==> config.mk <==
export PLATFORM = sky130hd
export DESIGN_NAME = aluUnit
export DESIGN_NICKNAME = d
export VERILOG_FILES = /design/src/rtl/aluPkg.sv /design/src/rtl/aluDatapath.sv /design/src/rtl/aluDecoder.sv /design/src/rtl/aluRegFile.sv /design/src/rtl/aluUnit.sv
export SDC_FILE = /design/constraint.sdc
export NUM_CORES = 1
export LEC_CHECK = 0
export ABC_AREA = 1
export ABC_CLOCK_PERIOD_IN_PS = 6890
export BUFFER_PORTS_ARGS = -buffer_cell sky130_fd_sc_hd__buf_2
export CAP_MARGIN = 25
export CORE_MARGIN = 2
export CORE_UTILIZATION = 50
export CTS_CLUSTER_DIAMETER = 100
export DETAILED_ROUTE_END_ITERATION = 12
export GPL_TIMING_DRIVEN = 0
export HOLD_SLACK_MARGIN = 0.08
export PLACE_DENSITY_LB_ADDON = 0.08
export SYNTH_ARGS = -nofsm -noshare
export SYNTH_HDL_FRONTEND = slang
export SYNTH_SLANG_ARGS = --single-unit
==> constraint.sdc <==
create_clock -name DSPCLK -period 6.89 [get_ports DSPCLK]
set_input_delay 0.3445 -clock DSPCLK [delete_from_list [all_inputs] [get_ports DSPCLK]]
set_output_delay 0.3445 -clock DSPCLK [all_outputs]
set_load 0.1 [all_outputs]
==> src/rtl/aluPkg.sv <==
package aluPkg;

  typedef logic [15:0] dspWord;     // Register, operand and result word
  typedef logic [3:0]  aluFunc;     // ALU function code
  typedef logic [2:0]  xSel;        // X operand select
  typedef logic [1:0]  ySel;        // Y operand select
  typedef logic [1:0]  constField;  // The yy, cc and bo fields of the constant
  typedef logic [2:0]  moveTarget;  // Register move destination
  typedef logic [4:0]  statusWord;  // AZ, AN, AV, AC, AS from bit 0 upward

  localparam aluFunc funcPassY   = 4'h0;  // Y
  localparam aluFunc funcIncY    = 4'h1;  // Y+1
  localparam aluFunc funcAddC    = 4'h2;  // X+Y+C
  localparam aluFunc funcAdd     = 4'h3;  // X+Y
  localparam aluFunc funcNotY    = 4'h4;  // NOT Y
  localparam aluFunc funcNegY    = 4'h5;  // -Y
  localparam aluFunc funcSubC    = 4'h6;  // X-Y+C-1
  localparam aluFunc funcSub     = 4'h7;  // X-Y
  localparam aluFunc funcDecY    = 4'h8;  // Y-1
  localparam aluFunc funcRevSub  = 4'h9;  // Y-X
  localparam aluFunc funcRevSubC = 4'hA;  // Y-X+C-1
  localparam aluFunc funcNotX    = 4'hB;  // NOT X
  localparam aluFunc funcAnd     = 4'hC;
  localparam aluFunc funcOr      = 4'hD;
  localparam aluFunc funcXor     = 4'hE;
  localparam aluFunc funcPassX   = 4'hF;  // PASS X or ABS X with the abs qualifier

  localparam xSel xSelAx0 = 3'd0;
  localparam xSel xSelAx1 = 3'd1;
  localparam xSel xSelAr  = 3'd2;  // Highest legal X select

  localparam ySel ySelAy0   = 2'd0;
  localparam ySel ySelAy1   = 2'd1;
  localparam ySel ySelAf    = 2'd2;
  localparam ySel ySelConst = 2'd3;

  localparam constField boSingle   = 2'b01;  // Single set bit
  localparam constField boInverted = 2'b11;  // Single cleared bit

  localparam moveTarget moveAx0 = 3'd0;
  localparam moveTarget moveAx1 = 3'd1;
  localparam moveTarget moveAy0 = 3'd2;
  localparam moveTarget moveAy1 = 3'd3;
  localparam moveTarget moveAr  = 3'd4;
  localparam moveTarget moveAf  = 3'd5;

  localparam int aZBit = 0;
  localparam int aNBit = 1;
  localparam int aVBit = 2;
  localparam int aCBit = 3;
  localparam int aSBit = 4;

endpackage

==> src/rtl/aluDatapath.sv <==
module aluDatapath (
  input  logic              DSPCLK,
  input  logic              T_RST,
  input  aluPkg::dspWord    xOperand,
  input  aluPkg::dspWord    yOperand,
  input  logic              zeroX,
  input  logic              invX,
  input  logic              zeroY,
  input  logic              invY,
  input  logic              carryIn,
  input  logic              logicK,
  input  logic              logicL,
  input  logic              addSel,
  input  logic              absSel,
  input  logic              updFlags,
  output aluPkg::dspWord    aluResult,
  output aluPkg::statusWord astat,
  output logic              acFlag,
  output logic              xSign
);
  import aluPkg::*;

  dspWord      xGated;
  dspWord      yGated;
  dspWord      logicOut;
  logic [16:0] sumFull;
  logic        overflow;
  statusWord   statusNext;

  // Operand conditioning ahead of the adder and the logic unit
  assign xGated = (zeroX ? '0 : xOperand) ^ {16{invX}};
  assign yGated = (zeroY ? '0 : yOperand) ^ {16{invY}};

  assign sumFull  = {1'b0, xGated} + {1'b0, yGated} + 17'(carryIn);
  assign overflow = (xGated[15] == yGated[15]) && (sumFull[15] != xGated[15]);  // Signed

  always_comb
  begin
    case ({logicK, logicL})
      2'b00:   logicOut = xGated & yGated;
      2'b01:   logicOut = xGated | yGated;
      default: logicOut = xGated ^ yGated;
    endcase
  end

  assign aluResult = addSel ? sumFull[15:0] : logicOut;

  always_comb
  begin
    statusNext        = astat;
    statusNext[aZBit] = (aluResult == '0);
    statusNext[aNBit] = aluResult[15];
    statusNext[aVBit] = addSel && overflow;  // Logic operations clear AV and AC
    statusNext[aCBit] = addSel && sumFull[16];
    if (absSel)
      statusNext[aSBit] = xOperand[15];  // Sign of the X input to ABS
  end

  always_ff @(posedge DSPCLK or posedge T_RST)
  begin
    if (T_RST)
      astat <= '0;
    else if (updFlags)
      astat <= statusNext;
  end

  assign acFlag = astat[aCBit];
  assign xSign  = xOperand[15];

endmodule

==> src/rtl/aluDecoder.sv <==
module aluDecoder (
  input  logic              DSPCLK,
  input  logic              T_RST,
  input  logic              instValid,
  input  aluPkg::aluFunc    func,
  input  logic              absOp,
  input  aluPkg::xSel       xop,
  input  aluPkg::ySel       yop,
  input  aluPkg::constField yy,
  input  aluPkg::constField cc,
  input  aluPkg::constField bo,
  input  logic              toAf,
  input  logic              moveValid,
  input  aluPkg::moveTarget moveReg,
  input  aluPkg::dspWord    moveData,
  input  logic              shadow,
  input  logic              acFlag,
  input  logic              xSign,
  output logic              updAX0r,
  output logic              updAX0s,
  output logic              updAX1r,
  output logic              updAX1s,
  output logic              updAY0r,
  output logic              updAY0s,
  output logic              updAY1r,
  output logic              updAY1s,
  output logic              updARr,
  output logic              updARs,
  output logic              updAFr,
  output logic              updAFs,
  output logic [1:0]        resultIsMove,
  output aluPkg::dspWord    moveDataE,
  output aluPkg::xSel       xopE,
  output aluPkg::ySel       yopE,
  output logic              shadowE,
  output aluPkg::dspWord    constE,
  output logic              zeroX,
  output logic              invX,
  output logic              zeroY,
  output logic              invY,
  output logic              carryIn,
  output logic              logicK,
  output logic              logicL,
  output logic              addSel,
  output logic              absSel,
  output logic              updFlags
);
  import aluPkg::*;

  aluFunc    funcE;
  moveTarget moveRegE;
  dspWord    constD;
  dspWord    oneHot;
  logic      validE;
  logic      absE;
  logic      toAfE;
  logic      moveValidE;
  logic      constNullE;
  logic      constLoad;
  logic      aluAr;
  logic      aluAf;

  always_comb
  begin
    oneHot = dspWord'(1) << {yy, cc};  // Bit position is yy*4+cc
    case (bo)
      boSingle:   constD = oneHot;
      boInverted: constD = ~oneHot;
      default:    constD = '0;
    endcase
  end

  assign constLoad = instValid && (yop == ySelConst) && ({cc, bo} != 4'b0000);

  always_ff @(posedge DSPCLK or posedge T_RST)
  begin
    if (T_RST)
    begin
      validE     <= 1'b0;
      moveValidE <= 1'b0;
      funcE      <= '0;
      absE       <= 1'b0;
      toAfE      <= 1'b0;
      xopE       <= '0;
      yopE       <= '0;
      shadowE    <= 1'b0;
      moveRegE   <= '0;
      moveDataE  <= '0;
      constNullE <= 1'b0;
      constE     <= '0;
    end
    else
    begin
      validE     <= instValid;
      moveValidE <= moveValid;
      funcE      <= func;
      absE       <= absOp;
      toAfE      <= toAf;
      xopE       <= xop;
      yopE       <= yop;
      shadowE    <= shadow;
      moveRegE   <= moveReg;
      moveDataE  <= moveData;
      constNullE <= ({cc, bo} == 4'b0000);  // Constant operand then reads as zero
      if (constLoad)
        constE <= constD;
    end
  end

  assign aluAr = validE && !toAfE;
  assign aluAf = validE && toAfE;

  assign updAX0r = !shadowE && moveValidE && (moveRegE == moveAx0);
  assign updAX0s = shadowE && moveValidE && (moveRegE == moveAx0);
  assign updAX1r = !shadowE && moveValidE && (moveRegE == moveAx1);
  assign updAX1s = shadowE && moveValidE && (moveRegE == moveAx1);
  assign updAY0r = !shadowE && moveValidE && (moveRegE == moveAy0);
  assign updAY0s = shadowE && moveValidE && (moveRegE == moveAy0);
  assign updAY1r = !shadowE && moveValidE && (moveRegE == moveAy1);
  assign updAY1s = shadowE && moveValidE && (moveRegE == moveAy1);
  assign updARr  = !shadowE && (aluAr || (moveValidE && (moveRegE == moveAr)));
  assign updARs  = shadowE && (aluAr || (moveValidE && (moveRegE == moveAr)));
  assign updAFr  = !shadowE && (aluAf || (moveValidE && (moveRegE == moveAf)));
  assign updAFs  = shadowE && (aluAf || (moveValidE && (moveRegE == moveAf)));

  assign resultIsMove = {!aluAf, !aluAr};  // ALU result wins over a move
  assign updFlags     = validE;
  assign absSel       = validE && absE && (funcE == funcPassX);

  always_comb
  begin
    zeroX   = 1'b0;
    invX    = 1'b0;
    zeroY   = 1'b0;
    invY    = 1'b0;
    carryIn = 1'b0;
    case (funcE)
      funcPassY:
        zeroX = 1'b1;
      funcIncY:
      begin
        zeroX   = 1'b1;
        carryIn = 1'b1;
      end
      funcAddC:
        carryIn = acFlag;
      funcAdd:
        carryIn = 1'b0;
      funcNotY:
      begin
        zeroX = 1'b1;
        invY  = 1'b1;
      end
      funcNegY:
      begin
        zeroX   = 1'b1;
        invY    = 1'b1;
        carryIn = 1'b1;
      end
      funcSubC:
      begin
        invY    = 1'b1;
        carryIn = acFlag;
      end
      funcSub:
      begin
        invY    = 1'b1;
        carryIn = 1'b1;
      end
      funcDecY:
      begin
        zeroX = 1'b1;
        invX  = 1'b1;  // Adds all ones to Y
      end
      funcRevSub:
      begin
        invX    = 1'b1;
        carryIn = 1'b1;
      end
      funcRevSubC:
      begin
        invX    = 1'b1;
        carryIn = acFlag;
      end
      funcNotX:
      begin
        invX  = 1'b1;
        zeroY = 1'b1;
      end
      funcPassX:
      begin
        zeroY   = 1'b1;
        invX    = absE && xSign;  // Negative X is negated for ABS
        carryIn = absE && xSign;
      end
      default:
        carryIn = 1'b0;
    endcase
    if ((yopE == ySelConst) && constNullE)
      zeroY = 1'b1;
  end

  always_comb
  begin
    case (funcE)
      funcAnd: {logicK, logicL, addSel} = 3'b000;
      funcOr:  {logicK, logicL, addSel} = 3'b010;
      funcXor: {logicK, logicL, addSel} = 3'b110;
      default: {logicK, logicL, addSel} = 3'b111;
    endcase
  end

  // A move names one of the six ALU registers
  moveTargetLegal: assert property (@(posedge DSPCLK) disable iff (T_RST)
    moveValid |-> (moveReg <= moveAf));

endmodule

==> src/rtl/aluRegFile.sv <==
module aluRegFile (
  input  logic           DSPCLK,
  input  logic           T_RST,
  input  logic           updAX0r,
  input  logic           updAX0s,
  input  logic           updAX1r,
  input  logic           updAX1s,
  input  logic           updAY0r,
  input  logic           updAY0s,
  input  logic           updAY1r,
  input  logic           updAY1s,
  input  logic           updARr,
  input  logic           updARs,
  input  logic           updAFr,
  input  logic           updAFs,
  input  aluPkg::dspWord moveDataE,
  input  aluPkg::dspWord aluResult,
  input  logic [1:0]     resultIsMove,
  input  aluPkg::xSel    xopE,
  input  aluPkg::ySel    yopE,
  input  logic           shadowE,
  input  aluPkg::dspWord constE,
  output aluPkg::dspWord xOperand,
  output aluPkg::dspWord yOperand,
  output aluPkg::dspWord ar,
  output aluPkg::dspWord af
);
  import aluPkg::*;

  dspWord ax0Reg [2];  // Index 0 is the primary bank and index 1 the shadow bank
  dspWord ax1Reg [2];
  dspWord ay0Reg [2];
  dspWord ay1Reg [2];
  dspWord arReg  [2];
  dspWord afReg  [2];
  dspWord arNext;
  dspWord afNext;
  logic   aluWrite;

  assign arNext = resultIsMove[0] ? moveDataE : aluResult;
  assign afNext = resultIsMove[1] ? moveDataE : aluResult;

  always_ff @(posedge DSPCLK or posedge T_RST)
  begin
    if (T_RST)
    begin
      ax0Reg <= '{default: '0};
      ax1Reg <= '{default: '0};
      ay0Reg <= '{default: '0};
      ay1Reg <= '{default: '0};
      arReg  <= '{default: '0};
      afReg  <= '{default: '0};
    end
    else
    begin
      if (updAX0r) ax0Reg[0] <= moveDataE;
      if (updAX0s) ax0Reg[1] <= moveDataE;
      if (updAX1r) ax1Reg[0] <= moveDataE;
      if (updAX1s) ax1Reg[1] <= moveDataE;
      if (updAY0r) ay0Reg[0] <= moveDataE;
      if (updAY0s) ay0Reg[1] <= moveDataE;
      if (updAY1r) ay1Reg[0] <= moveDataE;
      if (updAY1s) ay1Reg[1] <= moveDataE;
      if (updARr)  arReg[0]  <= arNext;
      if (updARs)  arReg[1]  <= arNext;
      if (updAFr)  afReg[0]  <= afNext;
      if (updAFs)  afReg[1]  <= afNext;
    end
  end

  always_comb
  begin
    case (xopE)
      xSelAx0: xOperand = ax0Reg[shadowE];
      xSelAx1: xOperand = ax1Reg[shadowE];
      xSelAr:  xOperand = arReg[shadowE];  // Lets back-to-back instructions chain through AR
      default: xOperand = '0;
    endcase
  end

  always_comb
  begin
    case (yopE)
      ySelAy0: yOperand = ay0Reg[shadowE];
      ySelAy1: yOperand = ay1Reg[shadowE];
      ySelAf:  yOperand = afReg[shadowE];
      default: yOperand = constE;
    endcase
  end

  assign ar = arReg[0];
  assign af = afReg[0];

  assign aluWrite = ((updARr || updARs) && !resultIsMove[0]) ||
                    ((updAFr || updAFs) && !resultIsMove[1]);

  // An ALU result must come from a legal X select
  xopInRange: assert property (@(posedge DSPCLK) disable iff (T_RST)
    aluWrite |-> (xopE <= xSelAr));

endmodule

==> src/rtl/aluUnit.sv <==
module aluUnit (
  input  logic              DSPCLK,
  input  logic              T_RST,
  input  logic              instValid,
  input  aluPkg::aluFunc    func,
  input  logic              absOp,
  input  aluPkg::xSel       xop,
  input  aluPkg::ySel       yop,
  input  aluPkg::constField yy,
  input  aluPkg::constField cc,
  input  aluPkg::constField bo,
  input  logic              toAf,
  input  logic              moveValid,
  input  aluPkg::moveTarget moveReg,
  input  aluPkg::dspWord    moveData,
  input  logic              shadow,
  output aluPkg::dspWord    ar,
  output aluPkg::dspWord    af,
  output aluPkg::statusWord astat
);
  import aluPkg::*;

  logic       updAX0r, updAX0s, updAX1r, updAX1s, updAY0r, updAY0s;
  logic       updAY1r, updAY1s, updARr, updARs, updAFr, updAFs;
  logic [1:0] resultIsMove;
  dspWord     moveDataE;
  dspWord     constE;
  dspWord     xOperand;
  dspWord     yOperand;
  dspWord     aluResult;
  xSel        xopE;
  ySel        yopE;
  logic       shadowE;
  logic       zeroX, invX, zeroY, invY, carryIn;
  logic       logicK, logicL, addSel, absSel, updFlags;
  logic       acFlag;
  logic       xSign;

  aluDecoder u_aluDecoder (
    .DSPCLK, .T_RST, .instValid, .func, .absOp, .xop, .yop, .yy, .cc, .bo, .toAf,
    .moveValid, .moveReg, .moveData, .shadow, .acFlag, .xSign,
    .updAX0r, .updAX0s, .updAX1r, .updAX1s, .updAY0r, .updAY0s,
    .updAY1r, .updAY1s, .updARr, .updARs, .updAFr, .updAFs,
    .resultIsMove, .moveDataE, .xopE, .yopE, .shadowE, .constE,
    .zeroX, .invX, .zeroY, .invY, .carryIn, .logicK, .logicL, .addSel, .absSel, .updFlags
  );

  aluRegFile u_aluRegFile (
    .DSPCLK, .T_RST,
    .updAX0r, .updAX0s, .updAX1r, .updAX1s, .updAY0r, .updAY0s,
    .updAY1r, .updAY1s, .updARr, .updARs, .updAFr, .updAFs,
    .moveDataE, .aluResult, .resultIsMove, .xopE, .yopE, .shadowE, .constE,
    .xOperand, .yOperand, .ar, .af
  );

  aluDatapath u_aluDatapath (
    .DSPCLK, .T_RST, .xOperand, .yOperand,
    .zeroX, .invX, .zeroY, .invY, .carryIn, .logicK, .logicL, .addSel, .absSel, .updFlags,
    .aluResult, .astat, .acFlag, .xSign
  );

endmodule

======== Word level (Yosys, flattened, before mapping) ========
Cells that the tools add are included.
operators by class
  add/sub/neg operators ................... 2
  order comparisons ....................... 1
  eq/ne operators ......................... 30
  shift-type cells ........................ 1
  mux-type cells .......................... 36
  bitwise operators ....................... 7
  reductions and logical operators ........ 48
operators by type and width
  kind                                                                count
  16-bit two-way mux                                                  23
  16-bit one-hot mux with 3 select lines                              2
  16-bit one-hot mux with 2 select lines                              2
  16-bit XOR                                                          3
  4-bit == test, second input constant                                8
  1-bit logical AND                                                   27
  16-bit by 16-bit adder with 17-bit output                           1
  17-bit by 1-bit adder with 17-bit output                            1
  16-bit AND                                                          1
  4-bit by 3-bit == test with 1-bit output, second input constant     4
  16-bit logical NOT                                                  1
  16-bit NOT                                                          1
  16-bit bitwise OR                                                   1
  1-bit by 4-bit << shifter with 16-bit output, first input constant  1
  4-bit OR reduction                                                  3
  3-bit by 2-bit == test with 1-bit output, second input constant     3
  2-bit == test, second input constant                                4
  4-bit logical NOT                                                   2
  1-bit two-way mux                                                   7
  2-bit by 1-bit == test with 1-bit output, second input constant     3
  3-bit by 1-bit == test with 1-bit output, second input constant     2
  3-bit == test, second input constant                                2
  3-bit logical NOT                                                   2
  3-bit OR reduction                                                  2
  other kinds (15)                                                    19
storage, ports and cells
  flip-flop bits (word level) ............. 247
  input port bits ......................... 41
  output and inout port bits .............. 37
  word-level logic and storage cells ...... 151

======== Longest topological paths before layout ========
  word-level depth ........................ 13
  gate-level depth with buffers ........... 26
  gate-level depth less buffers ........... 24

======== Hierarchy ========
A second synthesis with hierarchy kept.
second synthesis, totals
  cells, all modules ...................... 1,914
  area, all modules ....................... 14,046.0 µm²
by module, submodules not included
  module       instances  cells each  area an instance (µm²)  seq. area each (µm²)
  aluRegFile   1          1,239       9,382.7                 4,804.6
  aluDatapath  1          446         2,537.4                 125.1
  aluDecoder   1          229         2,125.8                 1,251.2

======== Worst setup path before layout ========
OpenSTA, ideal clock, no wires.
  path type ............................... reg2reg
  start point ............................. register u_aluDecoder.shadowE
  end point ............................... register u_aluDatapath.astat[0]
  setup time .............................. 0.068 ns
  arrival ................................. 3.398 ns
  data required time ...................... 6.822 ns
  setup slack ............................. 3.424 ns
  stages on the path, launching flop included .. 24
  buffers on the path ..................... 3
  period minus slack after synthesis ...... 3.466 ns
  cells stage by stage .................... dfrtp_1 buf_2 inv_2 buf_4 buf_2 nor2_1 o32ai_1 o221ai_1 xor2_1 fa_1 fa_1 nand2_1 nand2_1 nand3_1 nand2_1 nand2_1 nand2_1 nand2_1 nand2_1 nor2_1 nand3_1 nor2_1 nand3_1 nand2_1
on the way
  cells in the longest elaborated chain, start to end .. 12
  elaborated cells between the ends (all ways) .. 36
  classes of those cells .................. 2 x add/sub; 26 x mux; 6 x bitwise; 2 x reduce/logical
RTL lines
  item                                                                                                line                                                  source
  start: declaration                                                                                  aluDecoder.sv:35                                      output logic shadowE,
  start signal: assignment                                                                            aluDecoder.sv:101                                     shadowE <= shadow;
  1-bit NOT with 2-bit output (not written as such) (*)                                               n/a
  16-bit two-way mux (on tied branches) (3 in a row)                                                  aluRegFile.sv:76, aluRegFile.sv:74, aluRegFile.sv:75
  16-bit one-hot mux with 3 select lines                                                              aluRegFile.sv:73                                      case (xopE)
  1-bit logical AND                                                                                   aluDecoder.sv:193, aluDecoder.sv:194
  1-bit one-hot mux with 2 select lines                                                               aluDecoder.sv:137                                     case (funcE)
  16-bit XOR                                                                                          aluDatapath.sv:31                                     assign xGated = (zeroX ? '0 : xOperand) ^ {16{invX}};
  16-bit by 16-bit adder with 17-bit output, or another cell as far along                             aluDatapath.sv:34                                     assign sumFull = {1'b0, xGated} + {1'b0, yGated} + 17'(carryIn);
  17-bit by 1-bit adder with 17-bit output or 16-bit one-hot mux with 2 select lines (tied branches)  aluDatapath.sv:34, aluDatapath.sv:39
  16-bit two-way mux (*)                                                                              aluDatapath.sv:46                                     assign aluResult = addSel ? sumFull[15:0] : logicOut;
  16-bit logical NOT (*)                                                                              aluDatapath.sv:51                                     statusNext[aZBit] = (aluResult == '0);
  end signal: assignment                                                                              aluDatapath.sv:64                                     astat <= statusNext;
  end: declaration                                                                                    aluDatapath.sv:17                                     output aluPkg::statusWord astat,
Mark *: on every way between the ends. The rest lies on a longest branch, timed or not. The select of a mux whose other input is x is not followed.
A chain may end at the register's enable or synchronous reset.

======== Worst setup path in the final report ========
  start point ............................. register u_aluDecoder.shadowE
  end point ............................... register u_aluRegFile.afReg[14] (netlist name)
on the way
  cells in the longest elaborated chain, start to end .. 12
  elaborated cells between the ends (all ways) .. 37
  classes of those cells .................. 2 x add/sub; 27 x mux; 6 x bitwise; 2 x reduce/logical
RTL lines
  item                                                                                                line                                                  source
  1-bit NOT with 2-bit output (not written as such)                                                   n/a
  16-bit two-way mux (on tied branches) (3 in a row)                                                  aluRegFile.sv:76, aluRegFile.sv:74, aluRegFile.sv:75
  16-bit one-hot mux with 3 select lines                                                              aluRegFile.sv:73
  1-bit logical AND                                                                                   aluDecoder.sv:193, aluDecoder.sv:194
  1-bit one-hot mux with 2 select lines                                                               aluDecoder.sv:137
  16-bit XOR                                                                                          aluDatapath.sv:31
  16-bit by 16-bit adder with 17-bit output, or another cell as far along                             aluDatapath.sv:34
  17-bit by 1-bit adder with 17-bit output or 16-bit one-hot mux with 2 select lines (tied branches)  aluDatapath.sv:34, aluDatapath.sv:39
  16-bit two-way mux                                                                                  aluDatapath.sv:46
  16-bit two-way mux                                                                                  aluRegFile.sv:41                                      assign afNext = resultIsMove[1] ? moveDataE : aluResult;
  end: declaration                                                                                    aluRegFile.sv:35                                      dspWord afReg [2];
Several ways; a longest one is shown, not always the timed one. The select of a mux whose other input is x is not followed.

==> metrics.md <==
| Metric | Value |
|---|---|
| Result of the run | complete, no violations |
| Maximum buffer depth of the clock tree | 3 |
| Final setup violation count | 0 |
| Worst Max-Slew Pin Slew | 0.803 ns |
| Critical path, cell by cell | buf_2, buf_2, buf_2, nor2_1, o21ai_0, o221ai_1, xor2_1, fa_1, fa_1, nand2_1, nand2_1, nand3_1, nand2_1, nand2_1, nand2_1, nand2_1, nand3_1, nand3_1, o21ai_1, o21ai_1 |
| Clock edge transition at the registers on the reported setup and hold paths | 0.06 ns |
| Kind of end point of the critical path | flip-flop |
| Pin count of the biggest net entering global routing | 43 |
| Placement row count | 60 |
| Count of state elements after synthesis | 247 |
| Class of the most critical setup path | flip-flop to flip-flop |
| Layout area overhead | 16.5% |
| Multi-input logic area | 6340 um2 |
| Max-cap viol count | 0 |
| Post-route setup TNS | 0 ns |
| DRT Pass-1 Iters | 7 |
| Peak fanout along the critical path | 10 |
| Post-layout min period | 4.74 ns |
| All-Layer GR Usage | 32.1% |
| RD Place Congestion | 0.949 |
| Number of enable flip-flop cells after synthesis | 0 |
| Instance count of the mapped netlist | 1729 |
| Setup clock skew after layout | 0.0526 ns |
| Number of buffers created by CTS | 28 |
| Placeable core region | 26900 um2 |
| Share of the cycle needed by the critical path after routing | 68.9% |
| Placed wire-length estimate after detailed placement | 33600 um |
| Clock Tree Root | clkbuf_16 |
| Final number of hold-violating endpoints | 0 |
| PwrDens | 310 nW/um2 |
| Mean instance size in the synthesized netlist | 7.87 um2 |
| Post-route DRC | 0 |
| Non-filler instance count after layout | 2239 |
| Share of cells above drive strength 1 | 12.8% |
| Nets | 1951 |
| Data arrival time of the worst path | 5.22 ns |
| Share of Yosys cell area claimed by the top area cell type | 45.4% |
| WHS | 0.211 ns |
| Number of fill cells in the layout | 2532 |
| Count of warnings emitted by yosys | 0 |
| CTS tree | done |
| Area of the die | 28600 um2 |
| RSZ-0062 raised after global routing | no |
| Unique cell type count in the Yosys netlist | 49 |
| Final count of pins violating max slew | 0 |
| Antenna viol nets, final | 0 |
| Level count of the clock H-tree | 1 |
| Worst slew margin | 46.4% |
| Worst skew pair latency | 0.58 ns |
| Average wire per standard cell | 20.5 um |
| Starting density of the core | 50.6% |
| Remaining Overflow, GRT | 0 |
| Syn Nets | 1804 |
| Largest area contributor in the synthesized netlist | dfrtp_1 |
| Worst-path cell with the longest stage delay | fa_1 |
| Post-synthesis instance area | 13600 um2 |
| Most common cell after layout, fill and taps aside | nand2_1 |
| Die boundary height | 169 um |
| Clock sinks | 247 |
| Antenna violations before repair | 0 |
| Type of origin of the critical path | flip-flop |
| Top FF cell, synth | dfrtp_1 |
| Initial DRC count | 1451 |
| Largest cells by area after synthesis | dfrtp_1, nand2_1, o21ai_0, ha_1, inv_1 |
| Via count | 12600 |
| Worst stage delay on the critical path | 0.56 ns |
| Num ports | 78 |
| Class of the most critical hold timing path | input pin to flip-flop |
| Required arrival time at the worst endpoint | 7.36 ns |
| Overall die width | 169 um |
| Average via count per standard cell | 5.64 |
| Port bufs | 77 |
| Vias in the first global route | 11700 |
| Static power due to leakage | 0.00780 uW |
| WL final | 45800 um |
| Placed Instances | 2153 |
| Most common cell on crit path | nand2_1 |
| Worst IR Drop VDD | 0.215 mV |
| Sequential cell area | 6180 um2 |
| Most frequent cells in the layout | nand2_1, dfrtp_1, o21ai_0, buf_2, inv_1 |
| Post-synthesis async set-or-reset flop share | 100% |
| Wire length of the first global-routing pass | 69700 um |
| Max Freq | 211 MHz |
| Sequential-to-total area share from yosys stat | 45.4% |
==> per-layer routing <==
| metal | up-vias | GRT usage (%) | wire (um) |
|---|---|---|---|
| li1 | 5979 | - | - |
| met1 | 6018 | 45.5 | 19700 |
| met2 | 532 | 48.6 | 20000 |
| met3 | 91 | 6.71 | 3990 |
| met4 | 0 | 12.8 | 2100 |
| met5 | - | 0 | 0 |
==> power breakdown <==
part	switching, uW	total (uW)	internal (uW)
Clock	640	1560	920
Combinational	1020	1450	429
Sequential	187	1900	1710
Total	1850	4910	3060
==> worst max-delay path: cells and delay by family (launching register included) <==
| kind | cells | cell delay (ns) |
|---|---|---|
| adders and majority gates | 2 | 1.12 |
| AOI/OAI and AO/OA | 4 | 1.10 |
| and+or+nand+nor | 10 | 1.07 |
| buffers and inverters | 3 | 0.76 |
| DFF | 1 | 0.32 |
| xor gates and xnor gates | 1 | 0.26 |
==> synth_stat cells, types with 20 or more instances <==
library cell / number
inv_1: 100
nand3_1: 71
nand2_1: 534
xor2_1: 32
nor2_1: 96
buf_4: 35
o21ai_1: 72
dfrtp_1: 247
o211ai_1: 20
ha_1: 32
buf_2: 24
inv_2: 21
a21oi_1: 48
clkbuf_1: 54
o21ai_0: 204
==> final cells by class <==
type                    count  share of cell area, %
flip-flops and latches    247                   39.0
diodes                      1                 0.0158
well taps                 341                   2.69
repair buffers            117                   5.33
inverters                 121                   2.89
clock inverters            13                   1.14
clock buffers              38                   4.97
plain buffers             120                   4.01
multi-input cells        1241                   40.0
==> stage by stage <==
stage	setup slack (ns)	cell area [um2]	total power, uW	utilization, %
floorplan	3.30	13600	2940	-
global placement	1.78	14400	3300	53.7
detailed placement	2.32	14500	3330	54.1
CTS	2.28	15900	4910	59.0
global route	1.89	15900	5150	59.0
finish	2.15	15900	4910	59.0
==> sequential cells by signal, indices dropped and copies added (netlist names), 3 cells and up <==
signal,cells
u_aluDecoder.moveDataE,16
u_aluRegFile.ay1Reg,32
u_aluRegFile.ax0Reg,32
u_aluRegFile.ay0Reg,32
u_aluRegFile.afReg,16
u_aluDecoder.constE,16
u_aluRegFile.ax1Reg,32
u_aluDecoder.moveRegE,3
u_aluDecoder.funcE,4
u_aluRegFile.ar,16
u_aluRegFile.af,16
u_aluDatapath.astat,5
u_aluRegFile.arReg,16
u_aluDecoder.xopE,3
==> timing repair <==
| item | CTS | global route |
|---|---|---|
| buffers inserted | 0 | 0 |
| hold endpoints to repair | 68 | 0 |
| hold buffers | 34 | 0 |
| gates resized for setup | 0 | 0 |
==> worst paths after layout <==
check	end	cells after the start	startpoint	slack, ns
hold / removal	u_aluDecoder.constE[12]$_DFFE_PP0P_	4	bo[1]	0.21
max in group asynchronous	u_aluDatapath.astat[3]$_DFFE_PP0P_	6	T_RST	5.20
setup reg to reg	u_aluRegFile.afReg[14]$_DFFE_PP0P_	20	u_aluDecoder.shadowE$_DFF_PP0_	2.15
hold reg to reg	u_aluDatapath.astat[0]$_DFFE_PP0P_	2	u_aluDatapath.astat[0]$_DFFE_PP0P_	0.47
setup / recovery	u_aluRegFile.afReg[14]$_DFFE_PP0P_	20	u_aluDecoder.shadowE$_DFF_PP0_	2.15
min in group asynchronous	u_aluDecoder.moveDataE[8]$_DFF_PP0_	3	T_RST	0.46
==> cells by family (layout without fill, tap and decap cells) <==
| group | after synthesis | after routing | share of synthesized area, % |
|---|---|---|---|
| fa+ha+maj | 34 | 34 | 3.24 |
| simple gates | 741 | 741 | 22.0 |
| xor+xnor | 42 | 42 | 3.25 |
| compound gates | 409 | 409 | 17.0 |
| mux | 15 | 15 | 1.13 |
| flops | 247 | 247 | 45.4 |
| buf+inv | 241 | 409 | 8.01 |
| other cells | 0 | 1 | 0 |
Note: power is estimated with default switching activity, not from simulation.
